===== src/source/bch_gf_pkg.sv =====
`default_nettype none

package bch_gf_pkg;

  // ------------------------------
  // field constants
  // ------------------------------

  // GF(2^m), m = 4
  localparam int gf_m = 4;
  // x^4 + x + 1
  localparam int gf_irrpol = 19;
  // width of an unreduced product
  localparam int gf_pw = 2 * gf_m - 1;

  // one field element, polynomial basis
  typedef logic [gf_m-1:0] data_t;

  // ------------------------------
  // arithmetic
  // ------------------------------

  function automatic data_t gf_mult_a_by_b(input data_t a, input data_t b);
    logic [gf_pw-1:0] prod;
    prod = '0;
    // carry-less product
    for (int i = 0; i < gf_m; i++) begin
      if (b[i]) begin
        prod ^= gf_pw'(a) << i;
      end
    end
    // fold high terms back, top bit first
    for (int i = gf_pw - 1; i >= gf_m; i--) begin
      if (prod[i]) begin
        prod ^= gf_pw'(gf_irrpol) << (i - gf_m);
      end
    end
    return prod[gf_m-1:0];
  endfunction

  // alpha^p, p taken modulo the field order
  function automatic data_t gf_alpha_pow(input int p);
    data_t r;
    r = data_t'(1);
    for (int i = 0; i < p % (2**gf_m - 1); i++) begin
      r = gf_mult_a_by_b(r, data_t'(2));
    end
    return r;
  endfunction

endpackage

`default_nettype wire


===== src/source/bch_dec_pkg.sv =====
`default_nettype none

package bch_dec_pkg;

  // ------------------------------
  // code constants
  // ------------------------------

  // BCH(15,5), three errors per frame
  localparam int bch_n = 15;
  localparam int bch_t = 3;
  // syndromes S1..S6
  localparam int bch_t2 = 2 * bch_t;
  // frames in flight inside the buffer
  localparam int bch_nslots = 2;

  // frame slot index
  typedef logic [$clog2(bch_nslots)-1:0] ptr_t;

  // error locator, coefficient 0 first
  typedef bch_gf_pkg::data_t loc_poly_t [0:bch_t];

endpackage

`default_nettype wire


===== src/source/bch_loc_if.sv =====
`default_nettype none

interface bch_loc_if;

  import bch_dec_pkg::*;

  // locator handed over, one-cycle strobe
  logic      loc_val;
  loc_poly_t loc_poly;
  // slot holding the received frame
  ptr_t      loc_ptr;
  // input latch freed, credit back to source
  logic      loc_credit;

  modport src (output loc_val, loc_poly, loc_ptr, input loc_credit);
  modport dst (input loc_val, loc_poly, loc_ptr, output loc_credit);

endinterface

`default_nettype wire


===== src/source/bch_buf_if.sv =====
`default_nettype none

interface bch_buf_if #(
  parameter int n = bch_dec_pkg::bch_n
);

  import bch_dec_pkg::*;

  // request side
  logic               req;
  logic               we;
  ptr_t               slot;
  logic [$clog2(n)-1:0] addr;
  logic               wdata;
  // memory side, rdata one cycle after a granted read
  logic               gnt;
  logic               rdata;

  modport requester (output req, we, slot, addr, wdata, input gnt, rdata);
  modport mem (input req, we, slot, addr, wdata, output gnt, rdata);

endinterface

`default_nettype wire


===== src/source/bch_syndrome.sv =====
`default_nettype none

module bch_syndrome #(
  parameter int n = bch_dec_pkg::bch_n,
  parameter int t = bch_dec_pkg::bch_t
) (
  input  logic              iclk,
  input  logic              ireset,
  input  logic              in_val,
  input  logic              in_bit,
  output logic              syn_val,
  output bch_dec_pkg::ptr_t syn_ptr,
  output bch_gf_pkg::data_t syndrome [1:2*t],
  bch_buf_if.requester      wr
);

  import bch_gf_pkg::*;
  import bch_dec_pkg::*;

  localparam int addr_w = $clog2(n);

  // index of incoming bit, highest degree arrives first
  logic [addr_w-1:0] bit_idx;
  ptr_t              wr_slot;
  logic              frame_end;
  logic              frame_start;

  assign frame_start = (bit_idx == addr_w'(n - 1));
  assign frame_end   = in_val && (bit_idx == '0);

  // ------------------------------
  // buffer writes
  // ------------------------------

  // bit index doubles as the buffer address
  assign wr.req   = in_val;
  assign wr.we    = 1'b1;
  assign wr.slot  = wr_slot;
  assign wr.addr  = bit_idx;
  assign wr.wdata = in_bit;

  always_ff @(posedge iclk or posedge ireset) begin
    if (ireset) begin
      bit_idx <= addr_w'(n - 1);
      wr_slot <= '0;
      syn_val <= 1'b0;
      syn_ptr <= '0;
    end else begin
      syn_val <= frame_end;
      if (in_val) begin
        bit_idx <= frame_end ? addr_w'(n - 1) : bit_idx - 1'b1;
      end
      // hand slot over, move to the other one
      if (frame_end) begin
        syn_ptr <= wr_slot;
        wr_slot <= wr_slot + 1'b1;
      end
    end
  end

  // ------------------------------
  // horner accumulation
  // ------------------------------

  // S_j = S_j * alpha^j + r_i on every beat
  always_ff @(posedge iclk) begin
    if (in_val) begin
      for (int j = 1; j <= 2 * t; j++) begin
        if (frame_start) begin
          syndrome[j] <= data_t'(in_bit);
        end else begin
          syndrome[j] <= gf_mult_a_by_b(syndrome[j], gf_alpha_pow(j)) ^ data_t'(in_bit);
        end
      end
    end
  end

  // input has no stall path, buffer must always take the write
  a_wr_never_denied : assert property (@(posedge iclk) disable iff (ireset)
    wr.req |-> wr.gnt);

endmodule

`default_nettype wire


===== src/source/bch_berlekamp_ibm_2t.sv =====
`default_nettype none

module bch_berlekamp_ibm_2t #(
  parameter int m = bch_gf_pkg::gf_m,
  parameter int t = bch_dec_pkg::bch_t
) (
  input  logic              iclk,
  input  logic              ireset,
  input  logic              syn_val,
  input  bch_dec_pkg::ptr_t syn_ptr,
  input  bch_gf_pkg::data_t syndrome [1:2*t],
  bch_loc_if.src            loc
);

  import bch_gf_pkg::*;
  import bch_dec_pkg::*;

  localparam int cnt_w = $clog2(t + 1);

  typedef enum logic [2:0] {
    s_reset,
    s_wait,
    s_step1,
    s_step2,
    s_hold
  } state_t;

  state_t state;

  // syndromes padded with zeros below S1, shifted by two per iteration
  data_t syn_reg [1-t:2*t];
  ptr_t  lat_ptr;

  // lambda and B, low guard taps stay zero
  data_t l_poly      [-1:t];
  data_t l_poly_next [0:t];
  data_t b_poly      [-2:t];

  data_t mult [0:t];
  data_t delta_c;
  data_t delta;
  data_t sigma;
  logic [m-1:0] kv;

  logic [cnt_w-1:0] cnt;
  logic             cnt_done;
  // credit for the chien input latch
  logic [1:0]       credit;

  // ------------------------------
  // control
  // ------------------------------

  always_ff @(posedge iclk or posedge ireset) begin
    if (ireset) begin
      state    <= s_reset;
      cnt      <= '0;
      cnt_done <= 1'b0;
      credit   <= 2'd1;
    end else begin
      credit <= credit + 2'(loc.loc_credit) - 2'(loc.loc_val);
      case (state)
        s_reset : state <= s_wait;
        s_wait  : state <= syn_val ? s_step1 : s_wait;
        s_step1 : state <= s_step2;
        s_step2 : state <= cnt_done ? s_hold : s_step1;
        // result kept until chien can latch it
        s_hold  : state <= loc.loc_val ? s_wait : s_hold;
        default : state <= s_wait;
      endcase
      // t iterations
      if (state == s_wait) begin
        cnt      <= cnt_w'(t);
        cnt_done <= 1'b0;
      end else if (state == s_step2) begin
        cnt      <= cnt - 1'b1;
        cnt_done <= (cnt == cnt_w'(2));
      end
    end
  end

  // ------------------------------
  // shared multipliers
  // ------------------------------

  // step1 sigma * lambda, step2 delta * zB
  always_comb begin
    for (int i = 0; i <= t; i++) begin
      if (state == s_step1) begin
        mult[i] = gf_mult_a_by_b(sigma, l_poly[i]);
      end else begin
        mult[i] = gf_mult_a_by_b(delta, b_poly[i-1]);
      end
    end
  end

  // discrepancy
  always_comb begin
    delta_c = '0;
    for (int j = 0; j <= t; j++) begin
      delta_c ^= gf_mult_a_by_b(l_poly[j], syn_reg[1-j]);
    end
  end

  // ------------------------------
  // iteration
  // ------------------------------

  always_ff @(posedge iclk) begin
    case (state)
      s_wait : begin
        for (int i = 1 - t; i <= 0; i++) begin
          syn_reg[i] <= '0;
        end
        for (int i = 1; i <= 2 * t; i++) begin
          syn_reg[i] <= syndrome[i];
        end
        if (syn_val) begin
          lat_ptr <= syn_ptr;
          for (int i = -1; i <= t; i++) begin
            l_poly[i] <= (i == 0) ? data_t'(1) : '0;
          end
        end
        for (int i = -2; i <= t; i++) begin
          b_poly[i] <= (i == 0) ? data_t'(1) : '0;
        end
        sigma <= data_t'(1);
        kv    <= '0;
      end
      s_step1 : begin
        delta <= delta_c;
        for (int i = 1 - t; i <= 2 * t - 2; i++) begin
          syn_reg[i] <= syn_reg[i+2];
        end
        for (int i = 0; i <= t; i++) begin
          l_poly_next[i] <= mult[i];
        end
      end
      s_step2 : begin
        for (int i = 0; i <= t; i++) begin
          l_poly[i] <= l_poly_next[i] ^ mult[i];
        end
        // B <- z * lambda or z^2 * B
        if ((delta != '0) && !kv[m-1]) begin
          for (int i = 0; i <= t; i++) begin
            b_poly[i] <= l_poly[i-1];
          end
          sigma <= delta;
          kv    <= -kv;
        end else begin
          for (int i = 0; i <= t; i++) begin
            b_poly[i] <= b_poly[i-2];
          end
          kv <= kv + 2'd2;
        end
      end
      default : begin
      end
    endcase
  end

  // ------------------------------
  // output
  // ------------------------------

  assign loc.loc_val = (state == s_hold) && (credit != '0);
  assign loc.loc_ptr = lat_ptr;

  always_comb begin
    for (int i = 0; i <= t; i++) begin
      loc.loc_poly[i] = l_poly[i];
    end
  end

  // chien returns at most the one credit it was given
  a_credit_max : assert property (@(posedge iclk) disable iff (ireset)
    credit <= 2'd1);

  // a credit only comes back once it has been spent
  a_credit_after_val : assert property (@(posedge iclk) disable iff (ireset)
    loc.loc_credit |-> (credit == '0));

endmodule

`default_nettype wire


===== src/source/bch_chien_correct.sv =====
`default_nettype none

module bch_chien_correct #(
  parameter int n = bch_dec_pkg::bch_n,
  parameter int t = bch_dec_pkg::bch_t
) (
  input  logic         iclk,
  input  logic         ireset,
  bch_loc_if.dst       loc,
  bch_buf_if.requester rd,
  output logic         out_val,
  output logic         out_bit,
  output logic         out_last,
  output logic         out_decfail,
  output logic         in_credit
);

  import bch_gf_pkg::*;
  import bch_dec_pkg::*;

  localparam int addr_w = $clog2(n);
  localparam int cnt_w  = $clog2(n + 1);

  typedef enum logic [1:0] {
    s_idle,
    s_search,
    s_read
  } state_t;

  state_t state;

  // input latch
  loc_poly_t lat_poly;
  ptr_t      lat_ptr;
  logic      lat_full;
  logic      start;

  // lambda_i * alpha^(-i*p)
  data_t             step [0:t];
  data_t             step_sum;
  logic              is_root;
  logic [addr_w-1:0] pos;
  logic [n-1:0]      err_mask;
  logic [cnt_w-1:0]  root_cnt;
  logic [cnt_w-1:0]  deg;
  logic              dec_fail;

  // readout
  ptr_t              rd_slot;
  logic [addr_w-1:0] rd_addr;
  logic [addr_w-1:0] rd_addr_d;
  logic              rd_val_d;

  assign start          = (state == s_idle) && lat_full;
  assign loc.loc_credit = start;

  // ------------------------------
  // root search
  // ------------------------------

  always_comb begin
    step_sum = '0;
    for (int i = 0; i <= t; i++) begin
      step_sum ^= step[i];
    end
  end

  assign is_root = (step_sum == '0);

  // stepping keeps nonzero terms nonzero, degree is stable
  always_comb begin
    deg = '0;
    for (int i = 1; i <= t; i++) begin
      if (step[i] != '0) begin
        deg = cnt_w'(i);
      end
    end
  end

  assign dec_fail = (root_cnt != deg);

  always_ff @(posedge iclk or posedge ireset) begin
    if (ireset) begin
      state     <= s_idle;
      lat_full  <= 1'b0;
      pos       <= '0;
      root_cnt  <= '0;
      rd_addr   <= '0;
      rd_val_d  <= 1'b0;
      in_credit <= 1'b0;
    end else begin
      if (loc.loc_val) begin
        lat_full <= 1'b1;
      end else if (start) begin
        lat_full <= 1'b0;
      end
      rd_val_d  <= rd.req && rd.gnt;
      // slot is empty once the last bit is out
      in_credit <= out_last;
      case (state)
        s_idle : begin
          if (start) begin
            state    <= s_search;
            pos      <= '0;
            root_cnt <= '0;
          end
        end
        s_search : begin
          root_cnt <= root_cnt + cnt_w'(is_root);
          pos      <= pos + 1'b1;
          if (pos == addr_w'(n - 1)) begin
            state   <= s_read;
            rd_addr <= addr_w'(n - 1);
          end
        end
        s_read : begin
          // waits on the writer while gnt is low
          if (rd.gnt) begin
            rd_addr <= rd_addr - 1'b1;
            if (rd_addr == '0) begin
              state <= s_idle;
            end
          end
        end
        default : state <= s_idle;
      endcase
    end
  end

  always_ff @(posedge iclk) begin
    if (loc.loc_val) begin
      lat_poly <= loc.loc_poly;
      lat_ptr  <= loc.loc_ptr;
    end
    if (start) begin
      rd_slot <= lat_ptr;
      for (int i = 0; i <= t; i++) begin
        step[i] <= lat_poly[i];
      end
    end else if (state == s_search) begin
      for (int i = 0; i <= t; i++) begin
        step[i] <= gf_mult_a_by_b(step[i], gf_alpha_pow((2**gf_m - 1) - i));
      end
      // root at alpha^-p, error at bit p
      err_mask[pos] <= is_root;
    end
    rd_addr_d <= rd_addr;
  end

  // ------------------------------
  // corrected readout
  // ------------------------------

  assign rd.req   = (state == s_read);
  assign rd.we    = 1'b0;
  assign rd.slot  = rd_slot;
  assign rd.addr  = rd_addr;
  assign rd.wdata = 1'b0;

  // uncorrected on failure
  assign out_val     = rd_val_d;
  assign out_bit     = rd.rdata ^ (err_mask[rd_addr_d] & ~dec_fail);
  assign out_last    = rd_val_d && (rd_addr_d == '0);
  assign out_decfail = dec_fail;

  // every bit sent out comes from a written buffer cell
  a_rdata_known : assert property (@(posedge iclk) disable iff (ireset)
    out_val |-> !$isunknown(rd.rdata));

endmodule

`default_nettype wire


===== src/source/bch_frame_buffer.sv =====
`default_nettype none

module bch_frame_buffer #(
  parameter int n = bch_dec_pkg::bch_n
) (
  input logic    iclk,
  input logic    ireset,
  bch_buf_if.mem wr,
  bch_buf_if.mem rd
);

  import bch_dec_pkg::*;

  // one bit per code position, per slot
  logic mem [0:bch_nslots-1][0:n-1];

  // ------------------------------
  // arbiter
  // ------------------------------

  // writer first, the reader can wait
  assign wr.gnt = wr.req;
  assign rd.gnt = rd.req && !wr.req;

  // ------------------------------
  // storage
  // ------------------------------

  // at most one grant, so one write per cycle
  always_ff @(posedge iclk) begin
    if (wr.gnt && wr.we) begin
      mem[wr.slot][wr.addr] <= wr.wdata;
    end else if (rd.gnt && rd.we) begin
      mem[rd.slot][rd.addr] <= rd.wdata;
    end
  end

  // registered read data per port
  always_ff @(posedge iclk) begin
    if (wr.gnt && !wr.we) begin
      wr.rdata <= mem[wr.slot][wr.addr];
    end
    if (rd.gnt && !rd.we) begin
      rd.rdata <= mem[rd.slot][rd.addr];
    end
  end

  // credits keep the writer off the slot still being read
  a_no_slot_clash : assert property (@(posedge iclk) disable iff (ireset)
    (wr.req && rd.req) |-> (wr.slot != rd.slot));

endmodule

`default_nettype wire


===== src/source/bch_decoder_top.sv =====
`default_nettype none

module bch_decoder_top #(
  parameter int m      = bch_gf_pkg::gf_m,
  parameter int n      = bch_dec_pkg::bch_n,
  parameter int t      = bch_dec_pkg::bch_t,
  parameter int irrpol = bch_gf_pkg::gf_irrpol
) (
  input  logic iclk,
  input  logic ireset,
  input  logic in_val,
  input  logic in_bit,
  output logic in_credit,
  output logic out_val,
  output logic out_bit,
  output logic out_last,
  output logic out_decfail
);

  import bch_gf_pkg::*;
  import bch_dec_pkg::*;

  // field and code parameters must match the package tables
  if (m != gf_m || irrpol != gf_irrpol || n != bch_n || 2 * t != bch_t2) begin : g_param_check
    $error("bch_decoder_top: parameters differ from package constants");
  end

  logic  syn_val;
  ptr_t  syn_ptr;
  data_t syndrome [1:2*t];

  bch_loc_if          u_loc_if ();
  bch_buf_if #(.n(n)) u_wr_if ();
  bch_buf_if #(.n(n)) u_rd_if ();

  bch_syndrome #(.n(n), .t(t)) u_bch_syndrome (
    .iclk     (iclk),
    .ireset   (ireset),
    .in_val   (in_val),
    .in_bit   (in_bit),
    .syn_val  (syn_val),
    .syn_ptr  (syn_ptr),
    .syndrome (syndrome),
    .wr       (u_wr_if)
  );

  bch_berlekamp_ibm_2t #(.m(m), .t(t)) u_bch_berlekamp (
    .iclk     (iclk),
    .ireset   (ireset),
    .syn_val  (syn_val),
    .syn_ptr  (syn_ptr),
    .syndrome (syndrome),
    .loc      (u_loc_if)
  );

  bch_chien_correct #(.n(n), .t(t)) u_bch_chien (
    .iclk        (iclk),
    .ireset      (ireset),
    .loc         (u_loc_if),
    .rd          (u_rd_if),
    .out_val     (out_val),
    .out_bit     (out_bit),
    .out_last    (out_last),
    .out_decfail (out_decfail),
    .in_credit   (in_credit)
  );

  bch_frame_buffer #(.n(n)) u_bch_frame_buffer (
    .iclk   (iclk),
    .ireset (ireset),
    .wr     (u_wr_if),
    .rd     (u_rd_if)
  );

endmodule

`default_nettype wire


===== config.mk =====
export PLATFORM = sky130hd
export DESIGN_NAME = bch_decoder_top
export DESIGN_NICKNAME = d
export VERILOG_FILES = /design/src/source/bch_gf_pkg.sv /design/src/source/bch_dec_pkg.sv /design/src/source/bch_loc_if.sv /design/src/source/bch_buf_if.sv /design/src/source/bch_syndrome.sv /design/src/source/bch_berlekamp_ibm_2t.sv /design/src/source/bch_chien_correct.sv /design/src/source/bch_frame_buffer.sv /design/src/source/bch_decoder_top.sv
export SDC_FILE = /design/constraint.sdc
export NUM_CORES = 1
export LEC_CHECK = 0
export ABC_AREA = 0
export BUFFER_PORTS_ARGS = -buffer_cell sky130_fd_sc_hd__buf_2
export CAP_MARGIN = 20
export CORE_ASPECT_RATIO = 0.9
export CORE_MARGIN = 5
export CORE_UTILIZATION = 28
export CTS_CLUSTER_SIZE = 10
export DETAILED_ROUTE_END_ITERATION = 7
export GPL_ROUTABILITY_DRIVEN = 0
export PLACE_DENSITY_LB_ADDON = 0.25
export SYNTH_ARGS = -nofsm -noshare
export SYNTH_HDL_FRONTEND = slang
export SYNTH_SLANG_ARGS = --single-unit
export TNS_END_PERCENT = 1

===== constraint.sdc =====
create_clock -name iclk -period 9.1 [get_ports iclk]
set_input_delay 1.365 -clock iclk [delete_from_list [all_inputs] [get_ports iclk]]
set_output_delay 1.365 -clock iclk [all_outputs]
set_load 0.02 [all_outputs]

Word level (Yosys, flattened, before mapping) --
Memory sizes are Yosys's and may differ from the RTL's. A register that Yosys moved wholly into a read port is not among the register bits. Cells that the tools add are included.
Cells by class: add/sub/neg operators 10, $lt $le $gt $ge 6, equal/unequal tests 15, muxes and demuxes 625, bitwise gates (word level) 234, reductions and logical operators 31
Operators with widths (count):
- $mux 7 | 209
- $mux 4 | 134
- $mux 6 | 68
- $mux 5 | 68
- $not 2->2 | 126
- $xor 7x6->7 | 21
- $xor 7x7->7 | 21
- $mux 3 | 44
- $xor 7x5->7 | 17
- $mux 2 | 51
- $pmux 4 s2 | 5
- $xor 4x4->4 | 10
- $mux 1 | 38
- $xor 4x1->4 | 6
- $or 1x1->1 | 23
- $xor 4x5->5 | 4
- $logic_not 4->1 | 4
- $reduce_bool 4->1 | 4
- $bwmux 15 | 1
- $mux 15 | 1
- $pmux 3 s4 | 1
- $ge 5x5->1 const B | 2
- $lt 4x5->1 const B | 2
- $not 4->5 | 2
- other kinds (33) | 59
Storage, ports and cells: bits in registers 107, bits in writable memories 142, output and inout bits 5, word-level logic and storage cells 967, memories kept 6
Memory list:
- u_bch_berlekamp.syn_reg | words 9, bits a word 4, rd ports 9, clocked after Yosys merged registers in 0, wr ports 9, line bch_berlekamp_ibm_2t.sv:31 | data_t syn_reg [1-t:2*t];
- u_bch_frame_buffer.mem | words 2, bits a word 15, rd ports 1, clocked after Yosys merged registers in 1, wr ports 1, line bch_frame_buffer.sv:15 | logic mem [0:bch_nslots-1][0:n-1];
- u_bch_berlekamp.b_poly | words 6, bits a word 4, rd ports 5, clocked after Yosys merged registers in 0, wr ports 6, line bch_berlekamp_ibm_2t.sv:37 | data_t b_poly [-2:t];
- u_bch_berlekamp.l_poly | words 5, bits a word 4, rd ports 5, clocked after Yosys merged registers in 0, wr ports 5, line bch_berlekamp_ibm_2t.sv:35 | data_t l_poly [-1:t];
- u_bch_berlekamp.l_poly_next | words 4, bits a word 4, rd ports 4, clocked after Yosys merged registers in 0, wr ports 4, line bch_berlekamp_ibm_2t.sv:36 | data_t l_poly_next [0:t];
- u_bch_chien.step | words 4, bits a word 4, rd ports 4, clocked after Yosys merged registers in 0, wr ports 4, line bch_chien_correct.sv:39 | data_t step [0:t];

Logic depth before layout (Yosys ltp) --
Gate-level depths: netlist of the first run.
depth after elaboration 199, gate-level depth with buffers 9, depth with buffers taken out 8

Modules after synthesis --
From an unflattened synthesis of the first run, not the netlist that was laid out.
Unflattened totals: cell total of the unflattened synthesis 1182, area, all modules 12828.6 um^2
Modules (own cells, without submodules):
- bch_berlekamp_ibm_2t | times used 1, cells each 635, area an instance 6165.9 um^2
- bch_chien_correct | times used 1, cells each 255, area an instance 3164.3 um^2
- bch_frame_buffer | times used 1, cells each 180, area an instance 2029.4 um^2
- bch_syndrome | times used 1, cells each 112, area an instance 1468.9 um^2

Worst setup path after synthesis of the first run --
Ideal clock, no wire load.
path type register to output, start mem u_bch_chien.step[0][10] (netlist bit), end out out_bit, arrival time 2314 ps, slack 5421 ps, stages on the path, launching flop included 9, buffers on the path 0, cell sequence edfxtp_1 -> inv_1 -> ha_1 -> or3b_4 -> or4_4 -> a21boi_2 -> o21ai_2 -> a211oi_2 -> xor2_1
RTL lines:
- start: declaration | line bch_chien_correct.sv:39
- end: declaration | line bch_decoder_top.sv:15 | output logic out_bit,

==> results_dict.tcl, run 1 <==
set metrics [dict create \
    status "finished, final reports clean" \
    vertical_die_dimension_microns 207.7 \
    floorplan.io_pins 9 \
    worst_ep_arrival_time_ns 2.89 \
    post_synth_main_area_contributors "edfxtp_1 48%, xnor2_1 9.9%, nand2_1 8.2%" \
    worst_skew_late_latency_ns 0.56 \
    cts_root_buffer "clkbuf_16" \
    drv.max_cap_violation_count 0 \
    vias_per_cell 4.533 \
    proportion_of_layout_cells_with_a_drive_suffix_above_1_pct 7.456 \
    layout_worst_path_cycle_share_pct 46.80 \
    post-dp-hpwl_mm 17.14 \
    clock-sinks 230 \
    floorplan.die_area_sq_um 47710 \
    wl_mm 26.15 \
    synthesis.instances 1130 \
    cts-htree-levels 1 \
    rows 72 \
    first_global_vias 7764 \
    dominantRegCellSynth "edfxtp_1" \
    synth_seq_cells 230 \
    worst-path-max-fanout 4 \
    grt_start_max_net_pins 40 \
    post_synth.cell_area_avg_sq_um 10.76 \
    final_core_occ_pct 31.71 \
    drt_first_pass_iters 5 \
    worst_setup_path_start_kind "flop" \
    yosysTopAreaCell "edfxtp_1" \
    postCtsSetupRepairBufs 0 \
    number_of_inserted_diodes 0 \
    post_cts_gate_resize_count 0 \
    tritoncts_clock_tree "done" \
    synth.top_cells.by_count "267 x nand2_1, 193 x edfxtp_1, 137 x xnor2_1" \
    cts-hold-fix-buffers 0 \
    fin_nets 1147 \
    synth_sequential_area_ratio_pct 55.10 \
    post-route-drc-count 0 \
    largest_register_ffs 30 \
    grt_first_pass_wirelength_mm 42.72 \
    fin_tns_setup_ns 0 \
    pd_cells_nw_per_um2 358.1 \
    floorplan.initialDensity_pct 28.30 \
    synth_edf_count 193 \
    path_class "reg2out" \
    cellInternalPower_mw 3.100 \
    port_buffers 8 \
    critPathCaptureType "output port" \
    power.ir.vdd_worst_mv 0.2069 \
    design.core.area_sq_um 42970 \
    max_clock_freq_mhz 234.8 \
    clk_transition_reported_paths_ns 0.06 \
    synth.distinct_cells 60 \
    holdCritPathClass "reg2reg" \
    antenna_violations_before_repair 0 \
    clock-skew-final_ns 0.02122 \
    drt-wirelength-per-cell_microns 15.43 \
    seq_power_share_pct 40.5 \
    yosys.cell_count.top_type "nand2_1" \
    final.min_clock_period_ns 4.259 \
    tightest_slew_ns 0.8686 \
    drt_iter0_drc 547 \
    rsz0062_at_grt "no" \
    syn-cell-area_sq_um 12160 \
    track_usage_pct 10.86 \
    die_w_microns 229.7 \
    fillers 4330 \
    synth_nets 1160 \
    switching_share_pct 36.47 \
    power_frac_clock_pct 21.9 \
    postRouteAntennaNets 0 \
    cp.required_ns 7.74 \
    postSynth.asyncResetShare_pct 13.91 \
    switchingPower_mw 1.780 \
    synth_largest_type_area_fraction_pct 47.65 \
    max_slew_violation_count 0 \
    timing.slew.headroom_pct 42.10 \
    grt-ovfl-total 0 \
    count_of_warnings_emitted_by_yosys 0 \
    static-leakage-power_nw 5.048 \
    cts_max_path_buffers 3 \
    setup_viol 0 \
    final_hold_viol_count 0 \
    layout-area-overhead-vs-synth_pct 12.04 \
    tritoncts.num_buffers 29 \
    vias 7683 \
    comb_power_share_pct 37.6 \
]
==> stage by stage <==
stage / setup slack [ns] / std cells / hold slack (ns) / cell area (sq um) / power, mW
2_1_floorplan: 5.421 / 1130 / 0.3454 / 12160 / 3.384
3_3_place_gp: 5.395 / 1640 / 0.4048 / 12740 / 3.832
3_5_place_dp: 5.383 / 1641 / 0.4045 / 12750 / 3.868
4_1_cts: 4.775 / 1695 / 0.4179 / 13630 / 4.963
5_1_grt: 4.688 / 1695 / 0.4347 / 13630 / 5.229
6_report: 4.841 / 1695 / 0.4163 / 13630 / 4.880
==> per-layer routing <==
metal | part of all wire [%] | global-route usage, % | up-vias
met5 | 0 | 0 | -
met4 | 2.4 | 2.700 | 0
met3 | 3.2 | 1.846 | 34
met2 | 44 | 16.69 | 115
met1 | 50 | 15.98 | 3748
li1 | - | - | 3786
==> cell type report <==
class                   instances  area (sq um)  area share [%]
well taps                     555         694.4           5.096
clock buffers                  46         809.5           5.941
clock inverters                 8         67.56          0.4958
multi-input cells             804          5104           37.45
flip-flops and latches        230          6701           49.18
repair buffers                 19         126.4          0.9274
inverters                      33         123.9          0.9090
==> cell families (layout without fill, tap and decap cells) <==
logic type	after synthesis	after routing	share of synthesized area [%]
and+or+nand+nor	463	463	16.56
DFF	230	230	55.10
xor gates and xnor gates	199	199	15.23
AOI/OAI and AO/OA	87	87	4.290
adders and majority gates	26	26	2.675
buffers and inverters	96	106	3.024
muxes	29	29	3.117
==> power groups by stage <==
stage	combinational (mW)	sequential, mW	clock [mW]
final	1.84	1.98	1.07
after global routing	2.06	2.02	1.15
after CTS	1.88	1.98	1.10
after detailed placement	1.87	2.00	0
after global placement	1.84	2.00	0
after floorplan	1.65	1.73	0
==> cell usage in the layout (no fill, tap or decap), drive strengths merged, types with 4 or more instances in the layout <==
master / count
buf: 19
a21o: 4
nor3: 9
nor2: 89
inv: 33
dfstp: 4
edfxtp: 193
mux4: 6
ha: 26
xor2: 54
and2: 8
dfrtp: 28
clkbuf: 46
nor2b: 6
and3: 28
nand2: 267
nand2b: 6
a211oi: 6
mux2: 8
dfxtp: 5
xnor3: 8
or2: 5
nor4: 7
clkinv: 7
mux2i: 15
xnor2: 137
nand3: 15
o21ai: 44
a21oi: 18
or4: 6
==> worst paths after layout <==
kind,from,end,slack (ns),depth (start not counted)
max in group asynchronous,ireset,u_bch_syndrome.wr.addr[2],7.85,3
hold / removal,u_bch_chien.lat_poly[12],u_bch_chien.step[0][0],0.42,0
setup / recovery,u_bch_chien.step[0][10],out_bit,4.84,9
setup reg to reg,u_bch_berlekamp.state[1],u_bch_berlekamp.l_poly[0][0],6.23,7
min in group asynchronous,ireset,u_bch_berlekamp.cnt[1],0.91,3
hold reg to reg,u_bch_chien.lat_poly[12],u_bch_chien.step[0][0],0.42,0
==> worst max-delay path, cell delays in order (launching register included) <==
cell,delay (ns)
edfxtp_1,0.46
inv_1,0.09
ha_1,0.13
or3b_4,0.38
or4_4,0.48
a21boi_2,0.15
o21ai_2,0.10
a211oi_2,0.20
xor2_1,0.16
buf_2,0.18
Power figures use the tool's default switching activity.
==> run 2, diff against run 1 <==
==> constraint.sdc (replaced) <==
create_clock -name iclk -period 4 [get_ports iclk]
set_input_delay 0.6 -clock iclk [delete_from_list [all_inputs] [get_ports iclk]]
set_output_delay 0.6 -clock iclk [all_outputs]
set_load 0.02 [all_outputs]
==> results_dict.tcl, run 2 (synthesis results as in run 1) <==
set metrics [dict create \
    status "finished, final reports clean" \
    postPlaceCellArea_sq_um 12770 \
    port_buffers 8 \
    critPathCaptureType "output port" \
    floorplan.io_pins 9 \
    post_cts_gate_resize_count 0 \
    grt_first_pass_wirelength_mm 43.48 \
    slowest_stage "or4_4" \
    post-route-drc-count 0 \
    cpPeakStageDelay_ns 0.48 \
    setup_ws_ns 0.5318 \
    timing.rr.end "u_bch_berlekamp.credit[1]" \
    pd_cells_nw_per_um2 812.2 \
    instances_no_fill 1696 \
    postRouteAntennaNets 0 \
    drt_iter0_drc 610 \
    regToRegSetupSlack_ns 1.60 \
    proportion_of_layout_cells_with_a_drive_suffix_above_1_pct 7.537 \
    layout-area-overhead-vs-synth_pct 11.94 \
    tightest_slew_ns 0.7222 \
    number_of_inserted_diodes 0 \
    layout.cells.most_common "nand2_1" \
    power.ir.vdd_worst_mv 0.3337 \
    design.core.area_sq_um 42970 \
    floorplan.initialDensity_pct 28.30 \
    rr_worst_depth 6 \
    cts_max_path_buffers 3 \
    wl_mm 26.17 \
    fin_nets 1149 \
    regToRegStartpoint "u_bch_berlekamp.state[0]" \
    max_clock_freq_mhz 288.3 \
    final_area_sq_um 13620 \
    tritoncts_clock_tree "done" \
    worst-path-buf-inv 2 \
    place_inst 1644 \
    rows 72 \
    worst-path-max-fanout 4 \
    final_core_occ_pct 31.69 \
    rsz0062_at_grt "no" \
    die_w_microns 229.7 \
    tritoncts.num_buffers 28 \
    vias 7586 \
    layout_worst_path_cycle_share_pct 86.71 \
    worst_ep_arrival_time_ns 2.87 \
    drt-wirelength-per-cell_microns 15.43 \
    cp.required_ns 3.40 \
    antenna_violations_before_repair 0 \
    track_usage_pct 11.06 \
    fillers 4316 \
    largest_register_ffs 30 \
    postCtsSetupRepairBufs 0 \
    max_slew_violation_count 0 \
    critical_path.top_delay_family "simple AND/OR/NAND/NOR gates" \
    clk_transition_reported_paths_ns 0.05 \
    vertical_die_dimension_microns 207.7 \
    grt-ovfl-total 0 \
    holdCritPathClass "in2async" \
    grt_start_max_net_pins 37 \
    clock-sinks 230 \
    detailedPlace.worstSlack_ns 1.075 \
    cts-hold-fix-buffers 0 \
    floorplan.die_area_sq_um 47710 \
    vias_per_cell 4.473 \
    final.min_clock_period_ns 3.468 \
    first_global_vias 7748 \
    worst_skew_late_latency_ns 0.54 \
    final_hold_viol_count 0 \
    layout.cells.most_common_list "267 x nand2_1, 193 x edfxtp_1, 137 x xnor2_1" \
    post-dp-hpwl_mm 17.79 \
    cts_root_buffer "clkbuf_16" \
    cts-htree-levels 1 \
    drt_first_pass_iters 7 \
    clock-skew-final_ns 0.01478 \
    timing.slew.headroom_pct 51.67 \
    fin_tns_setup_ns 0 \
    worst_setup_path_start_kind "flop" \
    path_class "reg2out" \
    drv.max_cap_violation_count 0 \
    crit_path_cell_trace "inv_1 > ha_1 > or3b_4 > or4_4 > a21boi_2 > o21ai_2 > a211oi_2 > xor2_1 > buf_2" \
    static-leakage-power_nw 5.046 \
    setup_viol 0 \
]
-- run 2: changes by cell type in the layout (fill, tap and decap cells not counted) --
cell	previous run	this run
clkbuf_1	15	16
buf_6	1	0
clkinv_1	2	1
clkinv_2	5	4
buf_4	10	14
bufinv_16	1	0
inv_6	1	0
clkbuf_8	2	3
-- run 2: through the flow --
| step | hold slack, ns | power, mW |
|---|---|---|
| after floorplan | 0.3454 | 7.699 |
| after global placement | 0.4015 | 8.761 |
| after detailed placement | 0.4054 | 8.808 |
| after CTS | 0.1569 | 11.22 |
| after global routing | 0.1753 | 11.87 |
| final | 0.1649 | 11.06 |
-- run 2: power breakdown --
part,total [mW],switching [mW],internal (mW)
registers,4.50,0.866,3.63
clock network,2.34,0.947,1.39
logic,4.22,2.24,1.98
-- run 2: per-layer routing --
| metal | routed length [microns] | track usage [%] |
|---|---|---|
| met4 | 433 | 2.329 |
| met5 | 0 | 0 |
| met1 | 13160 | 15.97 |
| met3 | 814 | 1.956 |
| met2 | 11770 | 17.52 |
-- run 2: worst min-delay path, cell delays in order --
cell and delay (ns):
buf_2 0.09, inv_1 0.04, buf_4 0.38
-- run 2: final cells by class --
class                      instances  area (sq um)  share of cell area [%]
sequential                       230          6701                   49.22
multi-input combinational        804          5104                   37.48
clock buffer                      48         827.0                   6.074
tap                              555         694.4                   5.100
timing repair buffer              22         145.1                   1.066
inverter                          33         123.9                  0.9098
clock inverter                     4         20.02                  0.1470
-- run 2: worst max path at each step --
stage                             start                              to  slack, ns  cells after the start
6_report        u_bch_chien.step[0][10]                         out_bit       0.53                      9
5_1_grt         u_bch_chien.step[0][10]                         out_bit       0.33                      9
2_1_floorplan  u_bch_berlekamp.state[2]  u_bch_berlekamp.syn_reg[-1][0]       0.85                      3
3_5_place_dp    u_bch_chien.step[0][10]                         out_bit       1.08                      9
4_1_cts         u_bch_chien.step[0][10]                         out_bit       0.47                      9
3_3_place_gp    u_bch_chien.step[0][10]                         out_bit       1.09                      9
==> run 3, diff against run 2 <==
--- a/config.mk
+++ b/config.mk
@@ -18,4 +18,3 @@
 export SYNTH_ARGS = -nofsm -noshare
 export SYNTH_HDL_FRONTEND = slang
 export SYNTH_SLANG_ARGS = --single-unit
-export TNS_END_PERCENT = 1
==> constraint.sdc (replaced) <==
create_clock -name iclk -period 4 [get_ports iclk]
set_input_delay 0.8 -clock iclk [delete_from_list [all_inputs] [get_ports iclk]]
set_output_delay 0.8 -clock iclk [all_outputs]
set_load 0.05 [all_outputs]
==> results_dict.tcl, run 3 (synthesis results as in run 1) <==
set metrics [dict create \
    layout.cells.most_common "nand2_1" \
    number_of_inserted_diodes 0 \
    setup_ws_ns 0.2297 \
    critPathCaptureType "output port" \
    floorplan.die_area_sq_um 47710 \
    worst_ep_arrival_time_ns 2.97 \
    drt-wirelength-per-cell_microns 15.38 \
    vias_per_cell 4.486 \
    final_area_sq_um 13610 \
    cp.required_ns 3.20 \
    final.min_clock_period_ns 3.770 \
    vertical_die_dimension_microns 207.7 \
    die_w_microns 229.7 \
    vias 7608 \
    first_global_vias 7731 \
    clock-sinks 230 \
    slowest_stage "or4_4" \
    tritoncts_clock_tree "done" \
    floorplan.io_pins 9 \
    post-route-drc-count 0 \
    cts-htree-levels 1 \
    crit_path_cell_trace "inv_1 > ha_1 > or3b_4 > or4_4 > a21boi_2 > o21ai_2 > a211oi_2 > xor2_1 > clkbuf_4" \
    rr_worst_depth 6 \
    timing.rr.end "u_bch_berlekamp.l_poly[2][2]" \
    final_hold_viol_count 0 \
    grt-ovfl-total 0 \
    report.power.total_mw 11.02 \
    cts-hold-fix-buffers 0 \
    track_usage_pct 11.07 \
    power.ir.vdd_worst_mv 0.3614 \
    static-leakage-power_nw 5.023 \
    place_inst 1642 \
    rows 72 \
    tritoncts.num_buffers 29 \
    pd_cells_nw_per_um2 809.5 \
    detailedPlace.worstSlack_ns 0.7561 \
    postPlaceCellArea_sq_um 12750 \
    regToRegSetupSlack_ns 1.44 \
    cts_root_buffer "clkbuf_16" \
    postRouteAntennaNets 0 \
    design.core.area_sq_um 42970 \
    setup.worst_path.end "out_bit" \
    drv.max_cap_violation_count 0 \
    largest_register_ffs 30 \
    port_buffers 8 \
    tightest_slew_ns 0.8644 \
    max_clock_freq_mhz 265.2 \
    cts_max_path_buffers 3 \
    worst-path-max-fanout 4 \
    clk_transition_reported_paths_ns 0.06 \
    status "finished, final reports clean" \
    worst_skew_late_latency_ns 0.57 \
    rsz0062_at_grt "no" \
    timing.slew.headroom_pct 42.29 \
    max_slew_violation_count 0 \
    layout-area-overhead-vs-synth_pct 11.89 \
    setup_viol 0 \
    worst_setup_path_start_kind "flop" \
    layout_worst_path_cycle_share_pct 94.26 \
    wl_mm 26.09 \
    regToRegStartpoint "u_bch_berlekamp.sigma[3]" \
    instances_no_fill 1696 \
    fin_nets 1148 \
    path_class "reg2out" \
    grt_start_max_net_pins 40 \
    fin_tns_setup_ns 0 \
    antenna_violations_before_repair 0 \
    drt_iter0_drc 566 \
    post-dp-hpwl_mm 17.30 \
    holdCritPathClass "in2async" \
    cpPeakStageDelay_ns 0.48 \
    clock-skew-final_ns 0.03992 \
    floorplan.initialDensity_pct 28.30 \
    proportion_of_layout_cells_with_a_drive_suffix_above_1_pct 7.450 \
    grt_first_pass_wirelength_mm 43.35 \
    drt_first_pass_iters 5 \
    critPathLaunch "u_bch_chien.step[0][10]" \
    layout.cells.most_common_list "267 x nand2_1, 193 x edfxtp_1, 137 x xnor2_1" \
]
==> run 3: where the power goes <==
group          internal [mW]  switching (mW)
sequential              3.63           0.863
clock                   1.37           0.985
combinational           1.98            2.19
==> run 3: layout make-up <==
cell class	instances	area, sq um
multi-input cells	804	5109
clock inverters	6	41.29
repair buffers	20	132.6
inverters	33	123.9
well taps	555	694.4
clock buffers	48	807.0
fillers	4364	29360
flip-flops and latches	230	6701
==> run 3: worst min path at each step <==
stage | start | endpoint
finish | ireset | u_bch_berlekamp.cnt_done
global route | ireset | u_bch_berlekamp.cnt_done
CTS | ireset | u_bch_berlekamp.state[1]
detailed placement | u_bch_chien.lat_poly[13] | u_bch_chien.step[0][1]
global placement | u_bch_chien.lat_poly[13] | u_bch_chien.step[0][1]
floorplan | u_bch_chien.rd.addr[0] | u_bch_chien.rd_addr_d[0]
==> run 3: per-stage QoR <==
stage | hold slack, ns | util, %
after floorplan | 0.3454 | -
after global placement | 0.4047 | 29.68
after detailed placement | 0.4045 | 29.68
after CTS | 0.3224 | 31.65
after global routing | 0.3639 | 31.67
final | 0.3274 | 31.67
==> run 3: critical path, delay by kind of cell, from the launching register on <==
kind / cells / cell delay [ns]
and+or+nand+nor: 2 / 0.86
DFF: 1 / 0.46
AOI/OAI and AO/OA: 3 / 0.43
buffers and inverters: 2 / 0.34
xor gates and xnor gates: 1 / 0.17
adders and majority gates: 1 / 0.14
==> run 3: what timing repair did <==
item	CTS	global route
gates resized for setup	0	2
buffers inserted	0	0
endpoints found under the hold margin	0	0
endpoints found under the setup margin	0	1
==> run 3: routing by layer <==
layer	wire, microns	up-vias	track usage (%)
met5	0	-	0
met3	900	36	1.901
met4	561	0	2.659
li1	-	3793	-
met1	13170	3677	16.38
met2	11460	102	16.94
